===== src/verilog/mem_op_pkg.sv =====
`default_nettype none

package mem_op_pkg;

	// one-hot memory operation code
	// all bits clear marks a non-memory instruction
	typedef logic [9:0] memop_t;

	// bit positions inside memop_t
	localparam int MOP_LB  = 0;
	localparam int MOP_LBU = 1;
	localparam int MOP_LH  = 2;
	localparam int MOP_LHU = 3;
	localparam int MOP_LW  = 4;
	localparam int MOP_SB  = 5;
	localparam int MOP_SH  = 6;
	localparam int MOP_SW  = 7;
	localparam int MOP_LWL = 8;
	localparam int MOP_LWR = 9;

	// every op that returns data from memory to the register file
	localparam memop_t MOP_LOAD_MASK =
		(memop_t'(1) << MOP_LB)  |
		(memop_t'(1) << MOP_LBU) |
		(memop_t'(1) << MOP_LH)  |
		(memop_t'(1) << MOP_LHU) |
		(memop_t'(1) << MOP_LW)  |
		(memop_t'(1) << MOP_LWL) |
		(memop_t'(1) << MOP_LWR);

	// every op that writes the data sram
	localparam memop_t MOP_STORE_MASK =
		(memop_t'(1) << MOP_SB) |
		(memop_t'(1) << MOP_SH) |
		(memop_t'(1) << MOP_SW);

	// halfword accesses, address bit 0 must be clear
	localparam memop_t MOP_HALF_MASK =
		(memop_t'(1) << MOP_LH)  |
		(memop_t'(1) << MOP_LHU) |
		(memop_t'(1) << MOP_SH);

endpackage

`default_nettype wire


===== src/verilog/mem_word_pkg.sv =====
`default_nettype none

package mem_word_pkg;

	// one enable per byte lane, lane 0 is bits 7:0
	typedef logic [3:0] byte_en_t;

	// a data word seen either whole or as four byte lanes
	// lanes[0] aliases word[7:0], lanes[3] aliases word[31:24]
	typedef union packed {
		logic [31:0]      word;
		logic [3:0][7:0]  lanes;
	} mem_word_u;

	// halfword select helpers for the lane view
	localparam int HALF_LO_LANE = 0;
	localparam int HALF_HI_LANE = 2;

endpackage

`default_nettype wire

===== src/verilog/ex_mem_req.sv =====
`timescale 1ns/1ps
`default_nettype none

module ex_mem_req #(
	parameter int ADDR_W = 10
) (
	input  wire                       clk,
	input  wire                       arst_n_i,
	input  wire                       stall_i,
	input  wire                       flush_i,

	input  wire                       req_valid_i,
	input  wire mem_op_pkg::memop_t   req_op_i,
	input  wire [31:0]                req_base_i,
	input  wire [15:0]                req_offset_i,
	input  wire [31:0]                req_store_data_i,
	input  wire [31:0]                req_alu_i,
	input  wire [4:0]                 req_waddr_i,
	input  wire [31:0]                req_pc_i,
	output logic                      req_ready_o,

	output logic                      mem_en_o,
	output mem_word_pkg::byte_en_t    mem_we_o,
	output logic [ADDR_W-1:0]         mem_addr_o,
	output logic [31:0]               mem_wdata_o,

	output mem_op_pkg::memop_t        exm_op_o,
	output logic [1:0]                exm_addr_low_o,
	output logic [31:0]               exm_alu_o,
	output logic [4:0]                exm_waddr_o,
	output logic [31:0]               exm_pc_o,

	// bypass toward the decode stage
	output logic [4:0]                fwd_waddr_o,
	output logic [31:0]               fwd_wdata_o,
	output logic                      fwd_nofwd_o
);
	import mem_op_pkg::*;
	import mem_word_pkg::*;

	logic        take;
	logic        accept;
	logic [31:0] addr;
	byte_en_t    lanes;

	// the pipeline only advances when not stalled
	assign req_ready_o = ~stall_i;
	assign take        = req_valid_i & req_ready_o;
	assign accept      = take & ~flush_i;

	assign addr       = req_base_i + {{16{req_offset_i[15]}}, req_offset_i};
	assign mem_en_o   = accept;
	assign mem_addr_o = addr[ADDR_W+1:2];
	assign mem_we_o   = accept ? lanes : '0;

	// store lanes and lane-replicated store data
	always_comb begin
		lanes       = '0;
		mem_wdata_o = req_store_data_i;
		if (req_op_i[MOP_SB]) begin
			lanes       = byte_en_t'(4'b0001 << addr[1:0]);
			mem_wdata_o = {4{req_store_data_i[7:0]}};
		end else if (req_op_i[MOP_SH]) begin
			lanes       = addr[1] ? 4'b1100 : 4'b0011;
			mem_wdata_o = {2{req_store_data_i[15:0]}};
		end else if (req_op_i[MOP_SW]) begin
			lanes       = 4'b1111;
		end
	end

	// EX/MEM register, a bubble when nothing is accepted
	always_ff @(posedge clk or negedge arst_n_i) begin
		if (!arst_n_i) begin
			exm_op_o       <= '0;
			exm_addr_low_o <= '0;
			exm_alu_o      <= '0;
			exm_waddr_o    <= '0;
			exm_pc_o       <= '0;
		end else if (!stall_i) begin
			if (accept) begin
				exm_op_o       <= req_op_i;
				exm_addr_low_o <= addr[1:0];
				exm_alu_o      <= req_alu_i;
				exm_waddr_o    <= req_waddr_i;
				exm_pc_o       <= req_pc_i;
			end else begin
				exm_op_o       <= '0;
				exm_addr_low_o <= '0;
				exm_alu_o      <= '0;
				exm_waddr_o    <= '0;
				exm_pc_o       <= '0;
			end
		end
	end

	// load data only exists after the sram read, so no bypass yet
	assign fwd_waddr_o = exm_waddr_o;
	assign fwd_wdata_o = exm_alu_o;
	assign fwd_nofwd_o = |(exm_op_o & MOP_LOAD_MASK);

	// only lwl/lwr may address a word at an unaligned offset
	a_half_align: assert property (@(posedge clk) disable iff (!arst_n_i)
		take && |(req_op_i & MOP_HALF_MASK) |-> !addr[0]);
	a_word_align: assert property (@(posedge clk) disable iff (!arst_n_i)
		take && (req_op_i[MOP_LW] || req_op_i[MOP_SW]) |-> addr[1:0] == 2'b00);

endmodule

`default_nettype wire


===== config.mk =====
export PLATFORM = sky130hd
export DESIGN_NAME = ex_mem_req
export DESIGN_NICKNAME = d
export VERILOG_FILES = /design/src/verilog/mem_op_pkg.sv /design/src/verilog/mem_word_pkg.sv /design/src/verilog/ex_mem_req.sv
export SDC_FILE = /design/constraint.sdc
export NUM_CORES = 1
export LEC_CHECK = 0
export CORE_AREA = 2 2 129 131
export CTS_CLUSTER_DIAMETER = 200
export DETAILED_ROUTE_END_ITERATION = 12
export DIE_AREA = 0 0 131 133
export DONT_BUFFER_PORTS = 1
export GPL_ROUTABILITY_DRIVEN = 1
export GPL_TIMING_DRIVEN = 0
export SLEW_MARGIN = 5
export SYNTH_ARGS = -nofsm -noshare
export SYNTH_HDL_FRONTEND = slang
export SYNTH_SLANG_ARGS = --single-unit

===== constraint.sdc =====
create_clock -name clk -period 3.9 [get_ports clk]
set_clock_uncertainty 0.15 [all_clocks]
set_input_delay 0.195 -clock clk [delete_from_list [all_inputs] [get_ports clk]]
set_output_delay 0.195 -clock clk [all_outputs]
set_load 0.03 [all_outputs]

==> run metrics <==
ys async rst share=100%; number of remaining DRC errors=0; core area=16200 um^2; Synth Area in Compound Gates=roughly a quarter; post-synthesis xor/xnor area fraction=~2.4%; Die ar.=approximately 17000 um^2; Reg area=around 2000 um^2; Max IR drop VDD=between 0.00015 and 0.0002 V; Fin Setup TNS=0 ps; Top FF cell, synth=dfrtp_1; Area growth, synth to finish=33.9%; PwrDens=433 nW/um^2; Post-CTS Setup Bufs=0; crit path from=req_base_i[0]; Yosys warnings=0; routed wire length=13.7 mm; critical setup path kind=primary input to primary output; Hold WC Path Type=primary input to flip-flop; Routed WL per cell=approximately 20 um; status=finished, final reports clean; initial drt markers=84; Congestion Overflow GR=0; Gate power share=21.2%; Initial Util=about a quarter; Root Driver=clkbuf_16; Longest Clk Path Bufs=2; buffers added on ports=0; Via density=around 4.9; Chip Width=roughly 130 um; CP Capture Type=primary output; clock-pin transition on the worst setup and hold timing paths=60 ps; Sw Ratio=about a third; sequential share of power=a little over two fifths; FF+latch count, synth=81; largest family of logic cells by synthesized area=compound AO/OA/AOI/OAI gates; Fillers=around 1600; CP Data Required Time=between 3000 and 4000 ps; Net Count, Synth=531; max capacitance violation total=0; Worst Path Arrival=roughly 2500 ps; CTS sink cnt=between 80 and 90; number of antenna violations at the first check in global routing=1; RSZ-0062 raised after global routing=no; worst-path maximum fanout=3; FF-to-FF Start=exm_alu_o[13]; clk_lat worst skew=around 330 ps; Rows=between 40 and 50; fin crit period=between 2000 and 3000 ps; Resized cells post-CTS=0; area share of the largest cell type after synthesis=about half; P_sw=about 800 uW; most instantiated cells after synthesis=a22o_1 (81), dfrtp_1 (81), buf_4 (45); Synth area leaders=dfrtp_1 (50%), a22o_1 (17%), buf_4 (8.3%), ha_1 (3.4%), o21ai_0 (2.7%); CTS tree=built; Leak Pwr=roughly 0.0026 uW; Total Routing Usage GR=between 10% and 20%; Hold Buf Count CTS=79; sequential element share of the synthesized area=between 40% and 50%; setup violators final=0; max_slew headroom=between 30% and 40%; Fmax=about 0.35 GHz; Startpoint Class=primary input; Multi-input gate area=between 1500 and 2000 um^2; Post-Syn Area per Cell=roughly 11 um^2; H-tree depth=3; Slew @ Worst Pin=slightly above 1000 ps; Clock power frac=a little over a third; share of synthesized cell area in full adder, half adder and majority cells=3.86%; Post-Syn Instances=around 360; DIE HEIGHT=approximately 130 um; mux cell area share after synthesis=about 4.2%; mapped cell area=just over 4000 um^2; R2R setup slack=between 2000 and 3000 ps; vias in the first global route=approximately 3600; leading area contributor after synthesis=dfrtp_1; hold path start=req_offset_i[0]; Max Transition Viols Final=0; final hold vios=0; Post-synth EDFFs=0; Final HPWL DP=9.95 mm; final instance area=5470 um^2; io pins=about 330; first-pass GRT wire length=approximately 20 mm; pin count of the biggest net entering global routing=between 80 and 90; Synth Area in Simple Gates=4.14%; share of cells above drive strength 1=17.6%; TritonCTS Buffers=9; GPL Wtd Cong=around 0.86; routed vias=between 3000 and 4000; Cell Int Power=roughly 1600 uW; Nets=621; fin crit share=about 72%; Cell variety after synth=37; placed cell area=approximately 4400 um^2; antenna-violating nets left=0; first drt pass iteration count=4
[critical path, stage by stage]
cell       delay, ps
ha_1             200
fa_1             430
a211oi_1         330
o21bai_1         160
a2111oi_0        470
nor3_1           130
xor2_1           540
[kinds of logic (layout without fill, tap and decap cells)]
| family | Yosys count | after routing |
|---|---|---|
| other | 0 | 1 |
| flip-flops | 81 | 81 |
| AO/OA/AOI/OAI | 125 | 125 |
| adder cells (fa/ha/maj) | 12 | 12 |
| XOR/XNOR | 11 | 11 |
| AND/OR/NAND/NOR | 32 | 32 |
| buffers and inverters | 78 | 173 |
| multiplexers | 16 | 16 |
[through the flow]
step / hold WS (ps) / worst slack [ps] / util (%) / power (uW) / cells
after global placement: -248 / 1150 / 26.9 / 1450 / 575
final: 55.9 / 1080 / 33.8 / 2370 / 671
after floorplan: -251 / 1370 / - / 1390 / 355
after detailed placement: -249 / 1110 / 26.9 / 1460 / 575
after global routing: 76.8 / 950 / 33.8 / 2480 / 671
after CTS: 60.4 / 1120 / 33.8 / 2410 / 670
[cell usage in the layout (no fill, tap or decap), types with 2 or more instances in the layout]
cell type,instances
nor3_1,3
clkbuf_16,9
nand4_1,3
ha_1,11
a22o_1,81
inv_1,10
a21boi_1,3
dfrtp_1,81
a21oi_1,9
nor2b_1,2
xor2_1,4
nand2_1,11
xnor2_1,7
clkbuf_1,18
clkinv_2,2
a21o_1,3
and2_1,4
o21ai_0,22
mux2_2,8
buf_2,5
nor2_1,2
dlygate4sd3_1,78
buf_4,45
clkinvlp_4,2
mux2i_1,8
[sequential cells by signal, indices dropped and copies added, names as in the netlist]
register,count
exm_alu_o,32
exm_waddr_o,5
exm_pc_o,32
exm_op_o,10
exm_addr_low_o,2
[routing by layer]
metal  up-vias  track usage, %  part of all wire (%)
met5         -               0                     0
li1       1443               -                     -
met1      1614            15.6                    35
met4         0            4.49                   1.2
met2       218            29.0                    54
met3        12            4.53                   8.9
[power groups by stage]
stage	clock [uW]	sequential, uW	combinational, uW
6_report	838	1030	503
5_1_grt	913	1030	536
4_1_cts	877	1030	504
3_5_place_dp	0	1040	415
3_3_place_gp	0	1040	408
2_1_floorplan	0	1030	363
[area by class of cell]
cell class,count,area share [%]
Clock buffer,11,4.44
Clock inverter,5,1.01
Multi-Input combinational cell,196,29.0
Timing Repair Buffer,79,14.8
Sequential cell,81,37.1
Inverter,10,0.687
Buffer,68,7.88
Tap cell,220,5.04
Antenna cell,1,0.0458
[final timing paths]
path                                      to  depth (start not counted)
hold reg to reg                 exm_pc_o[18]                          1
max in group asynchronous       exm_pc_o[10]                          2
min in group asynchronous      exm_alu_o[24]                          2
hold / removal             exm_addr_low_o[0]                          2
setup reg to reg               exm_alu_o[13]                          1
setup / recovery               mem_addr_o[6]                          7
Power figures use the tool's default switching activity.
