`src/verilog/mem_op_pkg.sv`:
```
`default_nettype none

package mem_op_pkg;

	// one-hot memory operation code
	// all bits clear marks a non-memory instruction
	typedef logic [9:0] memop_t;

	// bit positions inside memop_t
	localparam int MOP_LB  = 0;
	localparam int MOP_LBU = 1;
	localparam int MOP_LH  = 2;
	localparam int MOP_LHU = 3;
	localparam int MOP_LW  = 4;
	localparam int MOP_SB  = 5;
	localparam int MOP_SH  = 6;
	localparam int MOP_SW  = 7;
	localparam int MOP_LWL = 8;
	localparam int MOP_LWR = 9;

	// every op that returns data from memory to the register file
	localparam memop_t MOP_LOAD_MASK =
		(memop_t'(1) << MOP_LB)  |
		(memop_t'(1) << MOP_LBU) |
		(memop_t'(1) << MOP_LH)  |
		(memop_t'(1) << MOP_LHU) |
		(memop_t'(1) << MOP_LW)  |
		(memop_t'(1) << MOP_LWL) |
		(memop_t'(1) << MOP_LWR);

	// every op that writes the data sram
	localparam memop_t MOP_STORE_MASK =
		(memop_t'(1) << MOP_SB) |
		(memop_t'(1) << MOP_SH) |
		(memop_t'(1) << MOP_SW);

	// halfword accesses, address bit 0 must be clear
	localparam memop_t MOP_HALF_MASK =
		(memop_t'(1) << MOP_LH)  |
		(memop_t'(1) << MOP_LHU) |
		(memop_t'(1) << MOP_SH);

endpackage

`default_nettype wire

```
`src/verilog/mem_word_pkg.sv`:
```
`default_nettype none

package mem_word_pkg;

	// one enable per byte lane, lane 0 is bits 7:0
	typedef logic [3:0] byte_en_t;

	// a data word seen either whole or as four byte lanes
	// lanes[0] aliases word[7:0], lanes[3] aliases word[31:24]
	typedef union packed {
		logic [31:0]      word;
		logic [3:0][7:0]  lanes;
	} mem_word_u;

	// halfword select helpers for the lane view
	localparam int HALF_LO_LANE = 0;
	localparam int HALF_HI_LANE = 2;

endpackage

`default_nettype wire
```
`src/verilog/mem_stage.sv`:
```
`timescale 1ns/1ps
`default_nettype none

module mem_stage (
	input  wire                      clk,
	input  wire                      arst_n_i,
	input  wire                      stall_i,
	input  wire                      flush_i,

	// data sram read word, one cycle after the request
	input  wire [31:0]               mem_rdata_i,

	input  wire mem_op_pkg::memop_t  exm_op_i,
	input  wire [1:0]                exm_addr_low_i,
	input  wire [31:0]               exm_alu_i,
	input  wire [4:0]                exm_waddr_i,
	input  wire [31:0]               exm_pc_i,

	output logic [4:0]               wb_waddr_o,
	output logic [31:0]              wb_wdata_o,
	output logic [3:0]               wb_wren_o,
	output logic [31:0]              wb_pc_o
);
	import mem_op_pkg::*;
	import mem_word_pkg::*;

	mem_word_u   rd;
	logic [7:0]  sel_byte;
	logic [15:0] sel_half;
	logic [31:0] lwl_res;
	logic [31:0] lwr_res;
	logic [3:0]  lwl_wren;
	logic [3:0]  lwr_wren;
	logic [31:0] load_res;
	logic        is_load;
	logic        is_store;
	logic [31:0] wdata_next;
	logic [3:0]  wren_next;

	assign rd = mem_word_u'(mem_rdata_i);

	// byte and halfword picked out of the read word
	assign sel_byte = rd.lanes[exm_addr_low_i];
	assign sel_half = exm_addr_low_i[1] ?
		{rd.lanes[HALF_HI_LANE+1], rd.lanes[HALF_HI_LANE]} :
		{rd.lanes[HALF_LO_LANE+1], rd.lanes[HALF_LO_LANE]};

	// lwl fills from the top, lwr from the bottom
	// the register file merges the remaining bytes via wren
	always_comb begin
		case (exm_addr_low_i)
			2'd0: begin
				lwl_res  = {rd.word[7:0], 24'b0};
				lwl_wren = 4'b1000;
				lwr_res  = rd.word;
				lwr_wren = 4'b1111;
			end
			2'd1: begin
				lwl_res  = {rd.word[15:0], 16'b0};
				lwl_wren = 4'b1100;
				lwr_res  = {8'b0, rd.word[31:8]};
				lwr_wren = 4'b0111;
			end
			2'd2: begin
				lwl_res  = {rd.word[23:0], 8'b0};
				lwl_wren = 4'b1110;
				lwr_res  = {16'b0, rd.word[31:16]};
				lwr_wren = 4'b0011;
			end
			default: begin
				lwl_res  = rd.word;
				lwl_wren = 4'b1111;
				lwr_res  = {24'b0, rd.word[31:24]};
				lwr_wren = 4'b0001;
			end
		endcase
	end

	// load result by operation
	always_comb begin
		load_res = rd.word;
		if (exm_op_i[MOP_LB]) begin
			load_res = {{24{sel_byte[7]}}, sel_byte};
		end else if (exm_op_i[MOP_LBU]) begin
			load_res = {24'b0, sel_byte};
		end else if (exm_op_i[MOP_LH]) begin
			load_res = {{16{sel_half[15]}}, sel_half};
		end else if (exm_op_i[MOP_LHU]) begin
			load_res = {16'b0, sel_half};
		end else if (exm_op_i[MOP_LWL]) begin
			load_res = lwl_res;
		end else if (exm_op_i[MOP_LWR]) begin
			load_res = lwr_res;
		end
	end

	assign is_load    = |(exm_op_i & MOP_LOAD_MASK);
	assign is_store   = |(exm_op_i & MOP_STORE_MASK);
	assign wdata_next = is_load ? load_res : exm_alu_i;

	// r0 is never written, stores write no register
	always_comb begin
		if (is_store || exm_waddr_i == 5'd0) begin
			wren_next = 4'b0000;
		end else if (exm_op_i[MOP_LWL]) begin
			wren_next = lwl_wren;
		end else if (exm_op_i[MOP_LWR]) begin
			wren_next = lwr_wren;
		end else begin
			wren_next = 4'b1111;
		end
	end

	// MEM/WB register
	always_ff @(posedge clk or negedge arst_n_i) begin
		if (!arst_n_i) begin
			wb_waddr_o <= '0;
			wb_wdata_o <= '0;
			wb_wren_o  <= '0;
			wb_pc_o    <= '0;
		end else if (!stall_i) begin
			if (flush_i) begin
				wb_waddr_o <= '0;
				wb_wdata_o <= '0;
				wb_wren_o  <= '0;
				wb_pc_o    <= '0;
			end else begin
				wb_waddr_o <= exm_waddr_i;
				wb_wdata_o <= wdata_next;
				wb_wren_o  <= wren_next;
				wb_pc_o    <= exm_pc_i;
			end
		end
	end

	// EX/MEM holds at most one decoded operation
	a_op_onehot: assert property (@(posedge clk) disable iff (!arst_n_i)
		$onehot0(exm_op_i));

endmodule

`default_nettype wire

```
`config.mk`:
```
export PLATFORM = sky130hd
export DESIGN_NAME = mem_stage
export DESIGN_NICKNAME = d
export VERILOG_FILES = /design/src/verilog/mem_op_pkg.sv /design/src/verilog/mem_word_pkg.sv /design/src/verilog/mem_stage.sv
export SDC_FILE = /design/constraint.sdc
export NUM_CORES = 1
export LEC_CHECK = 0
export ABC_AREA = 1
export BUFFER_PORTS_ARGS = -buffer_cell sky130_fd_sc_hd__buf_2
export CAP_MARGIN = 20
export CORE_MARGIN = 1
export CORE_UTILIZATION = 50
export CTS_BUF_LIST = sky130_fd_sc_hd__clkbuf_2 sky130_fd_sc_hd__clkbuf_4 sky130_fd_sc_hd__clkbuf_8
export CTS_CLUSTER_DIAMETER = 80
export CTS_CLUSTER_SIZE = 24
export DETAILED_ROUTE_END_ITERATION = 6
export PLACE_DENSITY = 0.88
export SLEW_MARGIN = 15
export SYNTH_ARGS = -nofsm -noshare
export SYNTH_HDL_FRONTEND = slang
export SYNTH_SLANG_ARGS = --single-unit
```
`constraint.sdc`:
```
create_clock -name clk -period 0.8 [get_ports clk]
set_input_delay 0.04 -clock clk [delete_from_list [all_inputs] [get_ports clk]]
set_output_delay 0.04 -clock clk [all_outputs]
set_load 0.02 [all_outputs]
```
==> results of run 1 <==
## per-stage QoR
| step | instances | setup slack [ps] | TNS, ps | hold WS, ps |
|---|---|---|---|---|
| after detailed placement | 1175 | -628 | -24560 | 101 |
| after CTS | 1282 | -161 | -12720 | 5.10 |
| after global placement | 1175 | -599 | -23140 | 95.0 |
| after floorplan | 784 | -159 | -4930 | -256 |
## kinds of logic after synthesis
family / share of synthesized area, %
flip-flops: 37.1
AND/OR/NAND/NOR: 42.4
AO/OA/AOI/OAI: 13.3
buffers and inverters: 7.10
## synthesized netlist by cell type, types with 4 or more instances
master | n | area share [%]
a21oi_1 | 33 | 3.4
a22o_1 | 34 | 6.1
a31oi_1 | 5 | 0.64
buf_1 | 4 | 0.31
buf_2 | 15 | 1.5
buf_4 | 4 | 0.61
clkbuf_1 | 20 | 1.5
dfrtp_1 | 73 | 37
inv_1 | 32 | 2.4
inv_2 | 4 | 0.31
nand2_1 | 378 | 29
nand3_1 | 46 | 4.7
nor2_1 | 94 | 7.2
o211ai_1 | 7 | 1.1
o21ai_0 | 10 | 1.0
o21ai_1 | 7 | 0.71
or2_0 | 4 | 0.51
## repair_timing
action                     in CTS
cloned                          8
resized for setup             274
pin swaps                      72
hold buffers                   36
setup endpoints to repair     105
setup buffers                  49
hold endpoints to repair      108
## layer usage
layer  GRT usage (%)  GRT overflow
met5            13.9             0
met4            77.9            13
met3            64.9             1
met2            92.6            23
met1            75.2             0
==> impl_results.md, run 1 <==
* Status: did not finish
* Last step reached: 5_1_grt
* First Err: [ERROR GRT-0116] Global routing finished with congestion. Check the congestion regions in the DRC Viewer.
* CTS root buffer: clkbuf_8
* Die height at 101 um
* Cts bufs inserted at 9
* Post-Syn Area at 4920 um^2
* Count of input and output buffers at roughly 190
* Max Root-Sink Buffers at 2
* Post-Syn Instances at a little under 800
* Largest net degree at the start of global routing at 74
* TritonCTS Sinks at 73
* Tot GR Track Use at 76.4%
* Global route overflow at 37
* Global-route wire length before repair at 57,400 um
* EDFF count, synth at 0
* Yosys reg bits at 73
* H-tree Lvls at 3
* Post-synthesis sequential area ratio at a little under two fifths
* Die Wd at approximately 100 um
* Post-synth ARST share at 100%
* Initial Utilization at 52.5%
* RD Place Congestion at 0.974
* Mapped Nets at 901
* Yosys Warn Count at 0
* Synth Flop Type: dfrtp_1
* Netlist cell types at 27
* Synth Area per Inst at 6.28 um^2
* DP Wirelength at between 10,000 and 15,000 um
* Placed Area at 6890 um^2
* Row cnt at 35
* Number of global-route vias before repair at 9,524
* Top-Level Pins at between 150 and 200
==> inputs of run 2 (changes only) <==
--- a/config.mk
+++ b/config.mk
@@ -9,12 +9,9 @@
 export BUFFER_PORTS_ARGS = -buffer_cell sky130_fd_sc_hd__buf_2
 export CAP_MARGIN = 20
 export CORE_MARGIN = 1
-export CORE_UTILIZATION = 50
-export CTS_BUF_LIST = sky130_fd_sc_hd__clkbuf_2 sky130_fd_sc_hd__clkbuf_4 sky130_fd_sc_hd__clkbuf_8
-export CTS_CLUSTER_DIAMETER = 80
-export CTS_CLUSTER_SIZE = 24
+export CORE_UTILIZATION = 35
 export DETAILED_ROUTE_END_ITERATION = 6
-export PLACE_DENSITY = 0.88
+export PLACE_DENSITY_LB_ADDON = 0.15
 export SLEW_MARGIN = 15
 export SYNTH_ARGS = -nofsm -noshare
 export SYNTH_HDL_FRONTEND = slang
==> run 2 against run 1 <==
Net effect: the flow now finishes, with violations (negative setup slack); area after synthesis unchanged; synthesized cell count unchanged.
==> impl_results.md, run 2 <==
* Status: finished, violations left
* Failing checks: negative setup slack
* Pre-CTS WS at -622 ps
* Global route overflow at 0
* Layout area overhead at 85.8%
* Count of input and output buffers at 189
* Leak at 4.93 nW
* Fin nets at around 1,300
* Fin crit period at 943 ps
* Wirelength per Cell at ~16 um
* H-tree Lvls at 3
* DP Wirelength at 14,300 um
* Total Power at 12.7 mW
* Final Skew at 0 ps
* Max frequency at ~1100 MHz
* Row cnt at 42
* Netlist cell types at 27
* Most common cell after layout, fill and taps aside: nand2_1
* Top-Level Pins at 190
* Post-DRT Antenna Nets at 0
* Final TNS setup at -11,320 ps
* Ant diodes at 0
* Synth area leaders: dfrtp_1 (37%), nand2_1 (29%), nor2_1 (7.2%)
* Routed wire length at 21,500 um
* CP Class: input pin to flip-flop
* Initial antenna violation count at 0
* R2R cell count at 2
* Post-synthesis sequential area ratio at between 30% and 40%
* Global-route wire length before repair at 32,500 um
* Cell Pwr Density at approximately 1400 nW/um^2
* Initial DRC count at 542
* DRT Pass-1 Iters at 5
* Vias at about 6,700
* DRC Markers at 0
* Post-Syn Instances at around 800
* Synth Area per Inst at roughly 6.3 um^2
* Worst-path maximum fanout at 7
* Worst-path clk slew at 60 ps
* Synth Flop Type: dfrtp_1
* Hold depth at 3
* Die area at 14,500 um^2
* Via-to-Cell Ratio at between 4 and 5
* Hold Crit Class: input pin to flip-flop
* Worst Tran Pin Value at 312 ps
* Max-slew violations at 0
* EDFF count, synth at 0
* Biggest regs: wb_pc_o (32), wb_wdata_o (32), wb_waddr_o (5)
* Crit-path slowest cell: buf_12
* Most used cell, CP: nand2_1
* CP delay by family, top: simple AND/OR/NAND/NOR gates
* Peak supply drop at 1.20 mV
* Mapped Nets at 901
* Yosys reg bits at 73
* Die height at 121 um
* WP depth at 14
* Yosys Warn Count at 0
* Worst EP arrival at 1160 ps
* Commonest cells in the synthesized netlist: nand2_1 (378), nor2_1 (94), dfrtp_1 (73), nand3_1 (46), a22o_1 (34)
* RSZ-0062 raised after global routing: yes
* Yosys top cell by area: dfrtp_1
* Final hold violation count at 0
* Tot GR Track Use at around 28%
* Core area at between 10,000 and 15,000 um^2
* TritonCTS Sinks at 73
* Post-Syn Area at 4920 um^2
* Die Wd at 121 um
* Slew HR at between 70% and 80%
* Number of global-route vias before repair at 6,334
* CP endpoint kind: flip-flop
* Worst Hold Margin at 22.3 ps
* Post-synth top area share at 37.1%
* Most frequent cells in the layout: nand2_1 (329), buf_4 (143), buf_2 (110), buf_6 (88), nor2_1 (80)
* Count leader, synth: nand2_1
* Fraction of layout cells with a size suffix above 1 at 42.6%
* Largest net degree at the start of global routing at 52
* CTS tree: built
* Max Root-Sink Buffers at 2
* Number of setup violations in the final report at 125
* Cts bufs inserted at 9
* WP buf/inv at 5
* Critical path's largest stage delay at around 140 ps
* Crit-path cells: buf_8, buf_12, clkinv_8, buf_12, buf_4, nand3_2, nand3_2, nand2_1, nand2_1, nand2_1, nand2_1, nand2_1, nand2_1, nand2_1
* Final critical-path share of the clock period at 118%
* Initial Utilization at 36.6%
* Final worst slack at -143 ps
* WP data required at 1020 ps
* RD Place Congestion at 0.941
* Clk Latency, worst-skew pair at 330 ps
* Post-synth ARST share at 100%
* CTS root buffer: clkbuf_16
* MaxCap Viol Count at 0
* CP Launch Type: input pin
[run 2: final cells by class]
cell class                      instances  area [um^2]
Multi-Input combinational cell        629         3190
Inverter                               38          179
Clock inverter                          6         42.5
Timing Repair inverter                  2         17.5
Tap cell                              176          220
Timing Repair Buffer                  400         3440
Fill cell                            1159         4310
Sequential cell                        73         1830
Clock buffer                           10          229
[run 2: cells by family (layout without fill, tap and decap cells)]
kind of cell	Yosys count	after routing	synth area share (%)
AOI/OAI and AO/OA	99	99	13.3
buffers and inverters	82	456	7.10
DFF	73	73	37.1
and+or+nand+nor	530	530	42.4
[run 2: final timing paths]
kind	from	endpoint	slack (ps)
max in group asynchronous	arst_n_i	wb_wdata_o[17]	290
min reg2reg	wb_wdata_o[17]	wb_wdata_o[17]	510
max reg2reg	wb_pc_o[22]	wb_pc_o[22]	-70
min in group asynchronous	arst_n_i	wb_wdata_o[7]	250
max	exm_addr_low_i[0]	wb_wdata_o[25]	-140
min	exm_waddr_i[2]	wb_waddr_o[2]	20
[run 2: repair_timing]
action,in CTS,in global routing
gates resized for setup,204,86
hold buffers,36,0
pin swaps,26,36
hold endpoints to repair,108,0
gates cloned,3,3
buffers inserted,25,26
endpoints found under the setup margin,105,115
[run 2: routing by layer]
layer  track usage, %  vias to the layer above  wire, um  share of wire (%)
li1                 -                     3244         -                  -
met1             36.2                     3089      9080                 42
met2             49.1                      277     10600                 49
met3             4.43                       50      1170                5.4
met4             9.72                        0       694                3.2
met5                0                        -         0                  0
[run 2: where the power goes]
part	internal (mW)	total, mW	switching [mW]
clock network	2.10	3.69	1.58
registers	4.00	4.24	0.242
logic	2.36	4.75	2.39
total	8.46	12.7	4.21
[run 2: worst reg2reg max path, stage by stage, from the launching register on]
cell and delay [ps]:
dfrtp_1 400, buf_4 140, a22o_1 210
[run 2: stage by stage]
stage,util [%],cell area (um^2),instances
floorplan,-,5120,784
global placement,52.2,7020,1226
detailed placement,52.2,7020,1226
CTS,63.7,8570,1305
global route,68.0,9140,1334
finish,68.0,9140,1334
Power figures use the tool's default switching activity.
==> inputs of run 3 (changes only) <==
--- a/config.mk
+++ b/config.mk
@@ -12,6 +12,7 @@
 export CORE_UTILIZATION = 35
 export DETAILED_ROUTE_END_ITERATION = 6
 export PLACE_DENSITY_LB_ADDON = 0.15
+export SKIP_CTS_REPAIR_TIMING = 1
 export SLEW_MARGIN = 15
 export SYNTH_ARGS = -nofsm -noshare
 export SYNTH_HDL_FRONTEND = slang
==> run 3 against run 2 <==
Net effect: the flow still finishes with violations (negative setup slack); hold slack worse by 18 ps; cell area fell by 3.2%; critical endpoint is now wb_wdata_o[30]; clock skew is the same; via count is 1.2% lower.
==> impl_results.md, run 3 (synthesis results as in run 2) <==
* Status: finished, violations left
* Failing checks: negative setup slack
* Fillcell total at between 1,000 and 1,500
* Final worst slack at -162 ps
* Hold Path Sink: wb_waddr_o[0]
* Largest net degree at the start of global routing at 52
* DRC Markers at 0
* Routed wire length at around 21,000 um
* Most frequent cells in the layout: nand2_1 (334), buf_4 (140), buf_2 (111), nor2_1 (87), buf_6 (79)
* Max frequency at about 1000 MHz
* Worst Tran Pin Value at just over 300 ps
* CP endpoint kind: flip-flop
* Worst EP arrival at 1230 ps
* WP buf/inv at 4
* Leak at 4.86 nW
* Crit-path slowest cell: nor3_4
* Top-Level Pins at 190
* Final TNS setup at -12,010 ps
* CP Launch Type: input pin
* Ant diodes at 0
* Post-layout utilization of the core at 65.8%
* Reg2Reg Setup Slack at -120 ps
* Row cnt at 42
* Wirelength per Cell at roughly 16 um
* Worst R2R Start: wb_pc_o[23]
* Most used cell, CP: nand2_1
* RSZ-0062 raised after global routing: yes
* Number of global-route vias before repair at 5,708
* TritonCTS Sinks at 73
* Fraction of layout cells with a size suffix above 1 at 40.0%
* Final hold violation count at 0
* Max-slew violations at 0
* Initial Utilization at between 30% and 40%
* Clk Latency, worst-skew pair at roughly 330 ps
* Via-to-Cell Ratio at between 4 and 5
* Worst setup path startpoint: exm_op_i[9]
* Slew HR at 79.5%
* Count of input and output buffers at 189
* Crit-path cells: buf_8, buf_6, nor3_4, nand3_4, o21ai_4, clkinv_4, clkbuf_16, nand2_2, nand2_1, nand2_1
* Multi-input logic area at 3110 um^2
* Number of setup violations in the final report at 119
* Global-route wire length before repair at just under 30,000 um
* Cell Pwr Density at 1410 nW/um^2
* Inst Count DP at 1,226
* Biggest regs: wb_pc_o (32), wb_wdata_o (32), wb_waddr_o (5)
* Die height at 121 um
* Tot GR Track Use at 25.7%
* Global route overflow at 0
* CP Class: input pin to flip-flop
* Finished Layout Cells at 1,319
* CP delay by family, top: simple AND/OR/NAND/NOR gates
* WP data required at 1070 ps
* Worst R2R End: wb_pc_o[23]
* CTS root buffer: clkbuf_16
* Vias at 6,580
* Initial antenna violation count at 0
* DP Wirelength at between 10,000 and 15,000 um
* R2R cell count at 2
* Post-DRT Antenna Nets at 0
* Most common cell after layout, fill and taps aside: nand2_1
* Hold Crit Class: input pin to flip-flop
* Worst-path maximum fanout at 6
* H-tree Lvls at 3
* Fin nets at 1,255
* Die Wd at 121 um
* Final Cell Area at between 8000 and 9000 um^2
* Fin crit period at around 960 ps
* Critical path's largest stage delay at 210 ps
* Worst-path clk slew at 60 ps
* RD Place Congestion at between 0.9 and 1
* Placed Area at between 7000 and 8000 um^2
* Peak supply drop at approximately 1.2 mV
* Initial DRC count at 487
* Final Skew at 0 ps
* Layout area overhead at 80.0%
* Max Root-Sink Buffers at 2
* Final critical-path share of the clock period at 120%
* CTS tree: built
* Worst Hold Margin at 4.72 ps
* Die area at 14,500 um^2
* Hold Path Origin: exm_waddr_i[0]
* MaxCap Viol Count at 0
* Reg area at 1830 um^2
* Core area at 13,500 um^2
* Cts bufs inserted at 9
* WP depth at 10
* Hold depth at 2
* DRT Pass-1 Iters at 5
==> run 3: cell count changes in the layout (fill, tap and decap cells not counted), sizes merged <==
cell	before	now
dlygate4sd3	36	35
bufbuf	1	0
inv	36	37
buf	361	347
clkinvlp	4	2
clkbuf	12	14
==> run 3: per-layer routing <==
metal / part of all wire [%] / wire, um / vias to the layer above / track usage [%]
met3: 6.0 / 1260 / 36 / 4.10
met2: 49 / 10400 / 283 / 43.0
met4: 2.3 / 482 / 0 / 6.87
met5: 0 / 0 / - / 0
li1: - / - / 3202 / -
met1: 42 / 8930 / 3059 / 34.3
==> run 3: cell type report <==
type	instances	share of cell area, %
flip-flops and latches	73	20.6
repair inverters	1	0.0989
repair buffers	386	36.7
well taps	176	2.49
multi-input cells	629	35.1
inverters	38	1.91
clock inverters	6	0.480
clock buffers	10	2.59
==> run 3: per-stage QoR <==
stage,setup WS (ps),power [mW]
6_report,-162,12.5
3_3_place_gp,-611,7.66
3_5_place_dp,-622,7.66
5_1_grt,-240,13.1
2_1_floorplan,-159,6.02
4_1_cts,-274,11.4
==> run 3: worst max-delay path by stage <==
| stage | end | slack [ps] |
|---|---|---|
| after CTS | wb_wdata_o[3] | -270 |
| after floorplan | wb_wdata_o[30] | -160 |
| after global placement | wb_wdata_o[1] | -610 |
| after detailed placement | wb_wdata_o[25] | -620 |
| final | wb_wdata_o[30] | -160 |
| after global routing | wb_wdata_o[4] | -240 |
==> run 3: power breakdown <==
| group | total [mW] | internal [mW] | switching [mW] |
|---|---|---|---|
| logic | 4.56 | 2.24 | 2.32 |
| registers | 4.24 | 4.00 | 0.246 |
| clock network | 3.68 | 2.10 | 1.58 |
